--- config.mk ---
export PLATFORM = sky130hd
export DESIGN_NAME = rv_core
export DESIGN_NICKNAME = d
export VERILOG_FILES = /design/src/verilog/rv_pkg.sv /design/src/verilog/rv_fetch.sv /design/src/verilog/rv_decode.sv /design/src/verilog/rv_regfile.sv /design/src/verilog/rv_forward.sv /design/src/verilog/rv_execute.sv /design/src/verilog/rv_core.sv
export SDC_FILE = /design/constraint.sdc
export NUM_CORES = 2
export LEC_CHECK = 0
export BUFFER_PORTS_ARGS = -buffer_cell sky130_fd_sc_hd__clkbuf_2
export CAP_MARGIN = 20
export CORE_MARGIN = 2
export CORE_UTILIZATION = 60
export DETAILED_ROUTE_END_ITERATION = 16
export PLACE_DENSITY_LB_ADDON = 0.05
export SYNTH_ARGS = -nofsm -noshare
export SYNTH_HDL_FRONTEND = slang
export SYNTH_HIERARCHICAL = 1
export SYNTH_SLANG_ARGS = --single-unit
--- constraint.sdc ---
create_clock -name clk -period 6.12 [get_ports clk]
set_input_delay 1.224 -clock clk [delete_from_list [all_inputs] [get_ports clk]]
set_output_delay 1.224 -clock clk [all_outputs]
set_load 0.01 [all_outputs]
--- src/verilog/rv_pkg.sv ---
package rv_pkg;

    typedef logic [31:0] word_t;
    typedef logic [31:0] pc_t;
    typedef logic [4:0]  reg_idx_t;

    localparam int NUM_REGS = 32;

    // addi x0, x0, 0
    localparam word_t NOP_WORD = 32'h0000_0013;

    // major opcodes of the supported subset
    localparam logic [6:0] OPC_OP     = 7'b0110011;
    localparam logic [6:0] OPC_OP_IMM = 7'b0010011;
    localparam logic [6:0] OPC_LUI    = 7'b0110111;
    localparam logic [6:0] OPC_AUIPC  = 7'b0010111;
    localparam logic [6:0] OPC_JAL    = 7'b1101111;
    localparam logic [6:0] OPC_JALR   = 7'b1100111;
    localparam logic [6:0] OPC_BRANCH = 7'b1100011;

    typedef enum logic [3:0] {
        ALU_ADD,
        ALU_SUB,
        ALU_AND,
        ALU_OR,
        ALU_XOR,
        ALU_SLT,
        ALU_SLTU,
        ALU_SLL,
        ALU_SRL,
        ALU_SRA,
        ALU_PASS_B
    } alu_op_t;

    // one decoded instruction
    typedef struct packed {
        alu_op_t    alu_op;
        reg_idx_t   rs1;
        reg_idx_t   rs2;
        reg_idx_t   rd;
        word_t      imm;
        logic       use_imm;
        logic       use_pc;
        logic       writes_rd;
        logic       is_branch;
        logic [2:0] br_cond;
        logic       is_jal;
        logic       is_jalr;
    } dec_t;

    typedef struct packed {
        logic     valid;
        reg_idx_t rd;
        word_t    data;
    } wb_t;

    typedef struct packed {
        logic valid;
        pc_t  target;
    } redirect_t;

    typedef struct packed {
        logic     valid;
        pc_t      pc;
        logic     writes;
        reg_idx_t rd;
        word_t    data;
    } retire_t;

endpackage

--- src/verilog/rv_fetch.sv ---
module rv_fetch import rv_pkg::*; #(
    parameter pc_t START_ADDR = 32'h0000_0000
) (
    input  logic      clk,
    input  logic      rst_n,
    input  redirect_t redirect,
    input  word_t     fetch_inst,
    output pc_t       fetch_pc,
    output logic      if_valid,
    output pc_t       if_pc,
    output word_t     if_word
);

    pc_t pc_next;

    // sequential fetch unless execute resolved a taken branch or jump
    assign pc_next = redirect.valid ? redirect.target : fetch_pc + 32'd4;

    always_ff @(posedge clk) begin
        if (!rst_n) begin
            fetch_pc <= START_ADDR;
            if_valid <= 1'b0;
        end else begin
            fetch_pc <= pc_next;
            // word arriving next cycle is on the wrong path
            if_valid <= !redirect.valid;
        end
    end

    // pc of the word the memory returns this cycle
    always_ff @(posedge clk) begin
        if_pc <= fetch_pc;
    end

    // memory output acts as the IF data register
    assign if_word = if_valid ? fetch_inst : NOP_WORD;

    // targets must stay on word boundaries
    a_redirect_aligned: assert property (
        @(posedge clk) disable iff (!rst_n)
        redirect.valid |-> (redirect.target[1:0] == 2'b00)
    );

endmodule

--- src/verilog/rv_decode.sv ---
module rv_decode import rv_pkg::*; (
    input  logic      clk,
    input  logic      rst_n,
    input  logic      if_valid,
    input  pc_t       if_pc,
    input  word_t     if_word,
    input  redirect_t redirect,
    output reg_idx_t  rs1_num,
    output reg_idx_t  rs2_num,
    output logic      de_valid,
    output pc_t       de_pc,
    output dec_t      de_dec
);

    logic [6:0] opcode;
    logic [6:0] funct7;
    logic [2:0] funct3;
    reg_idx_t   rd;
    word_t      imm_i;
    word_t      imm_u;
    word_t      imm_b;
    word_t      imm_j;
    logic       op_ok;
    logic       op_imm_ok;
    dec_t       dec;

    assign opcode  = if_word[6:0];
    assign rd      = if_word[11:7];
    assign funct3  = if_word[14:12];
    assign funct7  = if_word[31:25];

    // source numbers go straight to the regfile so its read lines up with DE
    assign rs1_num = if_word[19:15];
    assign rs2_num = if_word[24:20];

    assign imm_i = {{20{if_word[31]}}, if_word[31:20]};
    assign imm_u = {if_word[31:12], 12'h000};
    assign imm_b = {{19{if_word[31]}}, if_word[31], if_word[7], if_word[30:25],
                    if_word[11:8], 1'b0};
    assign imm_j = {{11{if_word[31]}}, if_word[31], if_word[19:12], if_word[20],
                    if_word[30:21], 1'b0};

    // funct7 only selects sub and sra
    assign op_ok = (funct7 == 7'b0000000) ||
                   (funct7 == 7'b0100000 && (funct3 == 3'b000 || funct3 == 3'b101));
    assign op_imm_ok = (funct3 == 3'b001) ? (funct7 == 7'b0000000) :
                       (funct3 == 3'b101) ? (funct7 == 7'b0000000 || funct7 == 7'b0100000) :
                       1'b1;

    function automatic alu_op_t alu_from_funct3(input logic [2:0] f3, input logic alt);
        case (f3)
            3'b000:  return alt ? ALU_SUB : ALU_ADD;
            3'b001:  return ALU_SLL;
            3'b010:  return ALU_SLT;
            3'b011:  return ALU_SLTU;
            3'b100:  return ALU_XOR;
            3'b101:  return alt ? ALU_SRA : ALU_SRL;
            3'b110:  return ALU_OR;
            default: return ALU_AND;
        endcase
    endfunction

    always_comb begin
        dec         = '0;
        dec.alu_op  = ALU_ADD;
        dec.rs1     = rs1_num;
        dec.rs2     = rs2_num;
        dec.rd      = rd;
        dec.br_cond = funct3;
        case (opcode)
            OPC_OP: begin
                dec.alu_op    = alu_from_funct3(funct3, funct7[5]);
                dec.writes_rd = op_ok;
            end
            OPC_OP_IMM: begin
                // addi with imm bit 10 set is still an add
                dec.alu_op    = alu_from_funct3(funct3, funct3 == 3'b101 && funct7[5]);
                dec.imm       = imm_i;
                dec.use_imm   = 1'b1;
                dec.writes_rd = op_imm_ok;
            end
            OPC_LUI: begin
                dec.alu_op    = ALU_PASS_B;
                dec.imm       = imm_u;
                dec.use_imm   = 1'b1;
                dec.writes_rd = 1'b1;
            end
            OPC_AUIPC: begin
                dec.imm       = imm_u;
                dec.use_imm   = 1'b1;
                dec.use_pc    = 1'b1;
                dec.writes_rd = 1'b1;
            end
            OPC_JAL: begin
                dec.imm       = imm_j;
                dec.is_jal    = 1'b1;
                dec.writes_rd = 1'b1;
            end
            OPC_JALR: begin
                dec.imm       = imm_i;
                dec.is_jalr   = (funct3 == 3'b000);
                dec.writes_rd = (funct3 == 3'b000);
            end
            OPC_BRANCH: begin
                dec.imm       = imm_b;
                dec.is_branch = (funct3[2:1] != 2'b01);
            end
            default: begin
                // unsupported, retires as a nop
                dec.writes_rd = 1'b0;
            end
        endcase
        // x0 is never a destination
        if (rd == '0) begin
            dec.writes_rd = 1'b0;
        end
    end

    always_ff @(posedge clk) begin
        if (!rst_n) begin
            de_valid <= 1'b0;
        end else begin
            de_valid <= if_valid && !redirect.valid;
        end
    end

    always_ff @(posedge clk) begin
        de_pc  <= if_pc;
        de_dec <= dec;
    end

endmodule

--- src/verilog/rv_regfile.sv ---
module rv_regfile import rv_pkg::*; (
    input  logic     clk,
    input  logic     rst_n,
    input  reg_idx_t rs1_num,
    input  reg_idx_t rs2_num,
    input  wb_t      wb,
    output word_t    rs1_val,
    output word_t    rs2_val
);

    word_t regs [NUM_REGS];

    always_ff @(posedge clk) begin
        if (!rst_n) begin
            for (int i = 0; i < NUM_REGS; i++) begin
                regs[i] <= '0;
            end
            rs1_val <= '0;
            rs2_val <= '0;
        end else begin
            if (wb.valid && wb.rd != '0) begin
                regs[wb.rd] <= wb.data;
            end
            // same-cycle write is not visible here, forward covers it
            rs1_val <= regs[rs1_num];
            rs2_val <= regs[rs2_num];
        end
    end

    // x0 reads back as zero whatever retired before
    a_x0_zero: assert property (
        @(posedge clk) disable iff (!rst_n)
        (rs1_num == '0) |=> (rs1_val == '0)
    );

endmodule

--- src/verilog/rv_forward.sv ---
module rv_forward import rv_pkg::*; (
    input  logic  clk,
    input  logic  rst_n,
    input  dec_t  de_dec,
    input  word_t rs1_val,
    input  word_t rs2_val,
    input  wb_t   ex_wb,
    input  wb_t   wb,
    output word_t rs1_fwd,
    output word_t rs2_fwd
);

    // write that reached the regfile one cycle ago
    wb_t wb_prev;

    always_ff @(posedge clk) begin
        if (!rst_n) begin
            wb_prev <= '0;
        end else begin
            wb_prev <= wb;
        end
    end

    // youngest matching producer wins
    function automatic word_t pick(input reg_idx_t num, input word_t raw, input wb_t youngest,
                                   input wb_t middle, input wb_t oldest);
        word_t val;
        val = raw;
        if (num != '0) begin
            if (youngest.valid && youngest.rd == num) begin
                val = youngest.data;
            end else if (middle.valid && middle.rd == num) begin
                val = middle.data;
            end else if (oldest.valid && oldest.rd == num) begin
                val = oldest.data;
            end
        end
        return val;
    endfunction

    assign rs1_fwd = pick(de_dec.rs1, rs1_val, ex_wb, wb, wb_prev);
    assign rs2_fwd = pick(de_dec.rs2, rs2_val, ex_wb, wb, wb_prev);

endmodule

--- src/verilog/rv_execute.sv ---
module rv_execute import rv_pkg::*; (
    input  logic      clk,
    input  logic      rst_n,
    input  logic      de_valid,
    input  pc_t       de_pc,
    input  dec_t      de_dec,
    input  word_t     rs1_fwd,
    input  word_t     rs2_fwd,
    output redirect_t redirect,
    output wb_t       ex_wb,
    output wb_t       wb,
    output retire_t   retire
);

    logic  ex_valid;
    pc_t   ex_pc;
    dec_t  ex_dec;
    word_t ex_rs1;
    word_t ex_rs2;
    word_t op_a;
    word_t op_b;
    word_t alu_out;
    word_t jalr_sum;
    logic  cond_true;

    always_ff @(posedge clk) begin
        if (!rst_n) begin
            ex_valid <= 1'b0;
        end else begin
            // the instruction behind a taken jump is squashed
            ex_valid <= de_valid && !redirect.valid;
        end
    end

    always_ff @(posedge clk) begin
        ex_pc  <= de_pc;
        ex_dec <= de_dec;
        ex_rs1 <= rs1_fwd;
        ex_rs2 <= rs2_fwd;
    end

    assign op_a = ex_dec.use_pc ? ex_pc : ex_rs1;
    assign op_b = ex_dec.use_imm ? ex_dec.imm : ex_rs2;

    always_comb begin
        case (ex_dec.alu_op)
            ALU_ADD:  alu_out = op_a + op_b;
            ALU_SUB:  alu_out = op_a - op_b;
            ALU_AND:  alu_out = op_a & op_b;
            ALU_OR:   alu_out = op_a | op_b;
            ALU_XOR:  alu_out = op_a ^ op_b;
            ALU_SLT:  alu_out = {31'b0, $signed(op_a) < $signed(op_b)};
            ALU_SLTU: alu_out = {31'b0, op_a < op_b};
            ALU_SLL:  alu_out = op_a << op_b[4:0];
            ALU_SRL:  alu_out = op_a >> op_b[4:0];
            ALU_SRA:  alu_out = $signed(op_a) >>> op_b[4:0];
            default:  alu_out = op_b;
        endcase
    end

    // branch condition from funct3
    always_comb begin
        case (ex_dec.br_cond)
            3'b000:  cond_true = (ex_rs1 == ex_rs2);
            3'b001:  cond_true = (ex_rs1 != ex_rs2);
            3'b100:  cond_true = ($signed(ex_rs1) < $signed(ex_rs2));
            3'b101:  cond_true = ($signed(ex_rs1) >= $signed(ex_rs2));
            3'b110:  cond_true = (ex_rs1 < ex_rs2);
            default: cond_true = (ex_rs1 >= ex_rs2);
        endcase
    end

    assign jalr_sum = ex_rs1 + ex_dec.imm;

    assign redirect.valid  = ex_valid &&
                             (ex_dec.is_jal || ex_dec.is_jalr || (ex_dec.is_branch && cond_true));
    assign redirect.target = ex_dec.is_jalr ? {jalr_sum[31:1], 1'b0} : ex_pc + ex_dec.imm;

    // jumps write the link address
    assign ex_wb.valid = ex_valid && ex_dec.writes_rd;
    assign ex_wb.rd    = ex_dec.rd;
    assign ex_wb.data  = (ex_dec.is_jal || ex_dec.is_jalr) ? ex_pc + 32'd4 : alu_out;

    always_ff @(posedge clk) begin
        wb.rd         <= ex_wb.rd;
        wb.data       <= ex_wb.data;
        retire.pc     <= ex_pc;
        retire.writes <= ex_wb.valid;
        retire.rd     <= ex_wb.rd;
        retire.data   <= ex_wb.data;
        if (!rst_n) begin
            wb.valid     <= 1'b0;
            retire.valid <= 1'b0;
        end else begin
            wb.valid     <= ex_wb.valid;
            retire.valid <= ex_valid;
        end
    end

    // decode never lets a write to x0 through
    a_no_x0_write: assert property (
        @(posedge clk) disable iff (!rst_n)
        (retire.valid && retire.writes) |-> (retire.rd != '0)
    );

endmodule

--- src/verilog/rv_core.sv ---
module rv_core import rv_pkg::*; #(
    parameter pc_t START_ADDR = 32'h0000_0000
) (
    input  logic    clk,
    input  logic    rst_n,
    output pc_t     fetch_pc,
    input  word_t   fetch_inst,
    output retire_t retire
);

    // IF stage
    logic      if_valid;
    pc_t       if_pc;
    word_t     if_word;

    // DE stage and register file read
    reg_idx_t  rs1_num;
    reg_idx_t  rs2_num;
    logic      de_valid;
    pc_t       de_pc;
    dec_t      de_dec;
    word_t     rs1_val;
    word_t     rs2_val;
    word_t     rs1_fwd;
    word_t     rs2_fwd;

    // from execute
    redirect_t redirect;
    wb_t       ex_wb;
    wb_t       wb;

    rv_fetch #(
        .START_ADDR(START_ADDR)
    ) i_fetch (
        .clk       (clk),
        .rst_n     (rst_n),
        .redirect  (redirect),
        .fetch_inst(fetch_inst),
        .fetch_pc  (fetch_pc),
        .if_valid  (if_valid),
        .if_pc     (if_pc),
        .if_word   (if_word)
    );

    rv_decode i_decode (
        .clk     (clk),
        .rst_n   (rst_n),
        .if_valid(if_valid),
        .if_pc   (if_pc),
        .if_word (if_word),
        .redirect(redirect),
        .rs1_num (rs1_num),
        .rs2_num (rs2_num),
        .de_valid(de_valid),
        .de_pc   (de_pc),
        .de_dec  (de_dec)
    );

    rv_regfile i_regfile (
        .clk    (clk),
        .rst_n  (rst_n),
        .rs1_num(rs1_num),
        .rs2_num(rs2_num),
        .wb     (wb),
        .rs1_val(rs1_val),
        .rs2_val(rs2_val)
    );

    rv_forward i_forward (
        .clk    (clk),
        .rst_n  (rst_n),
        .de_dec (de_dec),
        .rs1_val(rs1_val),
        .rs2_val(rs2_val),
        .ex_wb  (ex_wb),
        .wb     (wb),
        .rs1_fwd(rs1_fwd),
        .rs2_fwd(rs2_fwd)
    );

    rv_execute i_execute (
        .clk     (clk),
        .rst_n   (rst_n),
        .de_valid(de_valid),
        .de_pc   (de_pc),
        .de_dec  (de_dec),
        .rs1_fwd (rs1_fwd),
        .rs2_fwd (rs2_fwd),
        .redirect(redirect),
        .ex_wb   (ex_wb),
        .wb      (wb),
        .retire  (retire)
    );

endmodule

[Yosys cells after proc, flatten, opt, wreduce, memory -nomap -nowiden]
Memory sizes are Yosys's and may differ from the RTL's. A register that Yosys moved wholly into a read port is not among the register bits.
Index checks and enable logic that the tools add are counted.
Operators by class
  equal/unequal tests: 36
  multiplexer cells: 37
  bitwise gates (word level): 3
  $lt $le $gt $ge: 6
  reductions and logical operators: 35
  add/subtract/negate cells: 6
  shifts and indexed selects: 3
Operator list (number)
  2-to-1 mux 32 bit: 15
  case mux 32 bit (10 select lines): 1
  less-than comparator 32 bit: 4
  case mux 32 bit (4 select lines): 1
  adder 32 bit: 3
  adder 32 x 3 -> 32 bit (second input constant): 2
  greater-or-equal comparator 32 bit: 2
  case mux 4 bit (7 select lines): 2
  AND 32 bit: 1
  == test 32 bit: 1
  != test 32 bit: 1
  bitwise OR 32 bit: 1
  OR reduction 32 bit: 1
  left shift 32 x 5 -> 32 bit: 1
  >> shifter 32 x 5 -> 32 bit: 1
  >>> shifter 32 x 5 -> 32 bit: 1
  subtractor 32 bit: 1
  XOR 32 bit: 1
  == test 5 bit: 6
  == test 7 x 6 -> 1 bit (second input constant): 3
  == test 7 bit (second input constant): 3
  == test 3 bit (second input constant): 6
  == test 4 x 3 -> 1 bit (second input constant): 4
  nonzero test 5 bit: 3
  other kinds (21): 61
Word-level totals
  memories kept: 1
  register bits after elaboration: 415
  bits in writable memories: 1024
  output and inout bits: 103
  logic and storage cells: 167
Memories
  i_regfile.regs: depth 32, width 32, rd ports 2, clocked after Yosys merged registers in 2, write ports 32, line rv_regfile.sv:11  | word_t regs [NUM_REGS];

[Longest topological paths before layout]
  depth after elaboration: 7
  depth in mapped cells: 22
  mapped depth without buffers: 18

[By module]
Netlist, hierarchy kept.
Modules (own cells, without submodules)
  rv_regfile: instances 1, seq. area each 32030.7 sq um, area each 55739.7 sq um, cells an instance 3614
  rv_execute: instances 1, seq. area each 4384.2 sq um, area each 18764.2 sq um, cells an instance 2446
  rv_forward: instances 1, seq. area each 760.7 sq um, area each 4229.1 sq um, cells an instance 554
  rv_fetch: instances 1, seq. area each 1301.2 sq um, area each 2650.0 sq um, cells an instance 286
  rv_decode: instances 1, seq. area each 1861.8 sq um, area each 2643.8 sq um, cells an instance 202

[Worst setup path after synthesis]
Ideal clock, no wire load.
  kind: input-to-reg
  from: input port rst_n
  to: memory i_regfile/regs[28][0] (netlist bit), enable pin
  data arrival time: 4282 ps
  setup slack: 1372 ps
  cell stages on the path: 5
  setup time: 466 ps
  data required time: 5654 ps
  cells stage by stage: buf_2 nand2_1 or3_1 buf_2 o21ai_0
RTL lines
  start: declaration: line rv_core.sv:5  | input logic rst_n,
  end: declaration: line rv_regfile.sv:11

==> reports/metrics.cfg <==
[power]
peakVddDrop_mv = 0.306
p_leak_uw = 0.0345
p_per_area_nw_per_um2 = 303

[clock_network]
cts_inserted_buffers = 157
cts_setup_buffers = 0
clkSlewWorstSetupHoldPaths_ns = 0.06
holdBufCountCts = 0
htreeDepth = 4
cts_resized = 0
cts_root_buffer = clkbuf_16
cts_tree = yes
worstSkewPairLatency_ns = 0.82
cts.sinks = 1503
cts_buffer_depth = 3

[timing]
fin_crit_sh_pct = 89.0
rsz0062_at_grt = no
final.setup.worst_slack_ns = 0.673
slew_headroom_pct = 12.1
holdWs_ns = 0.321
setup_tns_ns = 0
fin_skew_ns = 0.0516
tightest_slew_ns = 1.32
finalSetupViolations = 0
slew_violations = 0
hold_viol_final = 0
finalCriticalPeriod_ns = 5.45
fmax_mhz = 184

[drt]
met1Wirelength_um = 113000
drt_wl_total_um = 322000
antenna_left = 0
drcViolationCount = 0
drt_iter0_drc = 9577
wire_per_inst_um = 35.7
routed-wl-met2_um = 138000
drt_first_pass_iters = 6
vias = 63900
vias_per_cell = 7.08
dr.max_layer_used = met5
met3_length_um = 43300

[worst_setup_path]
cpMostUsedCell = o31ai_1
r2r-start = i_execute/ex_dec[8]
required_ns = 6.81
criticalPathCategory = reg2reg
timing.critical_path.buf_inv = 2
rr_endpoint = i_execute/ex_rs2[28]
reg2reg_slack_ns = 0.67
cp-start-kind = flip-flop
critPathMaxStageDelay_ns = 0.70
cp_data_arrival_time_ns = 6.14
cp_slowest_cell = o21ai_0
r2r_cells = 17
path_cells = buf_12 -> o21ai_0 -> inv_1 -> ha_1 -> a21oi_1 -> o21bai_1 -> a211oi_1 -> o211ai_1 -> nor4_2 -> o31ai_1 -> a21o_1 -> a2111oi_1 -> a311oi_1 -> mux2_1 -> nand2_1 -> a31oi_1 -> o31ai_1
path_delay_family = compound AO/OA/AOI/OAI gates
cp_max_fo = 35
end_kind = flip-flop

[finish]
drive_gt1_share_pct = 19.7
syn2layout_area_growth_pct = 9.42
final_common_cell = and2_1
final_cells = 9026
mostFrequentLayoutCells = and2_1 (1105), edfxtp_1 (1024), dfxtp_1 (475), mux4_2 (450), nor2_1 (318)
layout.nets = 7240

[die]
core_um2 = 139000
start_util_pct = 60.4
dieArea_um2 = 143000
die_x_um = 378
fp-row-count = 137
ioPinCount = 137
die_h_um = 378

[placed_design]
dp_slack_ns = 0.890
hpwl_um = 218000
port_buffers = 136
gp_congestion = 1.09
dpl.cell_count = 8720

[min_path]
min_to = i_decode/de_pc[7]
worst_hold_startpoint = i_fetch/if_pc[7]
hold_path.class = reg2reg
hold_path_depth = 0

[yosys]
syn_inst = 7102
synth_edf_count = 1024
yosysTopAreaCellShare_pct = 36.6
synth_seq_cells = 1503
synth_largest_area_cell = edfxtp_1
ys_async_sr_fraction_pct = 0
synth_top_flop_cell = edfxtp_1
ys_top_cells_by_area = edfxtp_1 (37%), mux4_2 (12%), dfxtp_1 (11%), and2_1 (8.3%), mux2i_1 (3.0%)
seq_area_frac_synth_pct = 48.0
avgSynthCellArea_um2 = 11.8
yosysWarnings = 6
synth.distinct_cells = 115
netlist_area_um2 = 84000

[grt]
grt_max_degree = 70
grt_pass1_vias = 60400
grt_overflow = 0
grt.total_usage_pct = 44.9
antenna_found_initial = 27
grt_pass1_wl_um = 452000

[flow_run]
max_cap_viol_count = 0

[status]
outcome = finished, final reports clean

-- routing by layer --
layer / vias up / track usage [%]
met2: 4827 / 64.9
li1: 26400 / -
met4: 18 / 30.9
met1: 31600 / 57.6
met5: - / 0
met3: 1038 / 14.6
-- how the worst max path moves through the flow --
stage	end	slack, ns	from	cells after the start
2_1_floorplan	i_regfile/regs[28][0]	1.37	rst_n	5
3_3_place_gp	i_execute/ex_rs2[28]	0.82	i_execute/ex_dec[8]	17
3_5_place_dp	i_execute/ex_rs2[28]	0.89	i_execute/ex_dec[8]	17
4_1_cts	i_execute/ex_rs2[28]	0.85	i_execute/ex_dec[8]	17
5_1_grt	i_execute/ex_rs2[20]	0.44	i_execute/ex_dec[8]	19
6_report	i_execute/ex_rs2[28]	0.67	i_execute/ex_dec[8]	17
-- kinds of logic after synthesis --
kind of cell	Yosys count	synth area share, %
simple gates	2142	14.2
flops	1503	48.0
compound gates	1428	11.7
mux	843	17.0
buf+inv	834	4.58
fa+ha+maj	196	2.95
xor+xnor	155	1.62
other cells	1	0.00446
-- flip-flops by register name, summed over array words and instances (netlist names), 32 cells and up --
signal,count
i_regfile/regs,1024
i_execute/retire,71
i_decode/de_dec,60
i_execute/ex_dec,45
i_forward/wb_prev,38
i_decode/de_pc,32
i_execute/ex_pc,32
i_execute/ex_rs1,32
i_execute/ex_rs2,32
i_fetch/fetch_pc,32
i_fetch/if_pc,32
i_regfile/rs1_val,32
i_regfile/rs2_val,32
-- area by class of cell --
type	count	area (um2)
timing repair buffer	397	2920
fill	10400	47200
sequential	1503	40300
tap	1876	2350
clock inverter	92	907
antenna	7	17.5
inverter	155	582
multi-input combinational	4796	40600
clock buffer	200	4250
-- metrics by stage --
stage               instance area, um2  power [uW]  util (%)
CTS                              91800       27500      66.0
floorplan                        84100       15400         -
global route                     91900       28500      66.0
detailed placement               86700       18100      62.3
finish                           91900       27900      66.1
global placement                 86700       18100      62.3
-- cells in the mapped netlist (all sizes together), types with 9 or more instances --
master and number:
nand3 74, or4 11, dfxtp 479, a21o 78
o221ai 78, inv 154, edfxtp 1024, nand2 241
xor2 66, o22ai 13, a22oi 73, a221oi 139
clkbuf 436, mux2 142, and3 86, nor2b 31
o2111ai 26, o21bai 27, ha 192, a21oi 272
mux2i 251, and4 10, nor3 70, xnor2 89
a31oi 165, o211ai 45, and2 1117, nand2b 31
o21a 24, nor4 20, o31ai 87, a2111oi 9
buf 243, or3 20, a211oi 31, nor2 357
nand4 39, o21ai 282, mux4 450, or2 10
-- power breakdown --
| part | internal, uW | total (uW) | switching [uW] |
|---|---|---|---|
| Combinational | 1850 | 6460 | 4610 |
| Sequential | 11300 | 11900 | 520 |
| Clock | 5320 | 9550 | 4240 |
Note: power is estimated with default switching activity, not from simulation.
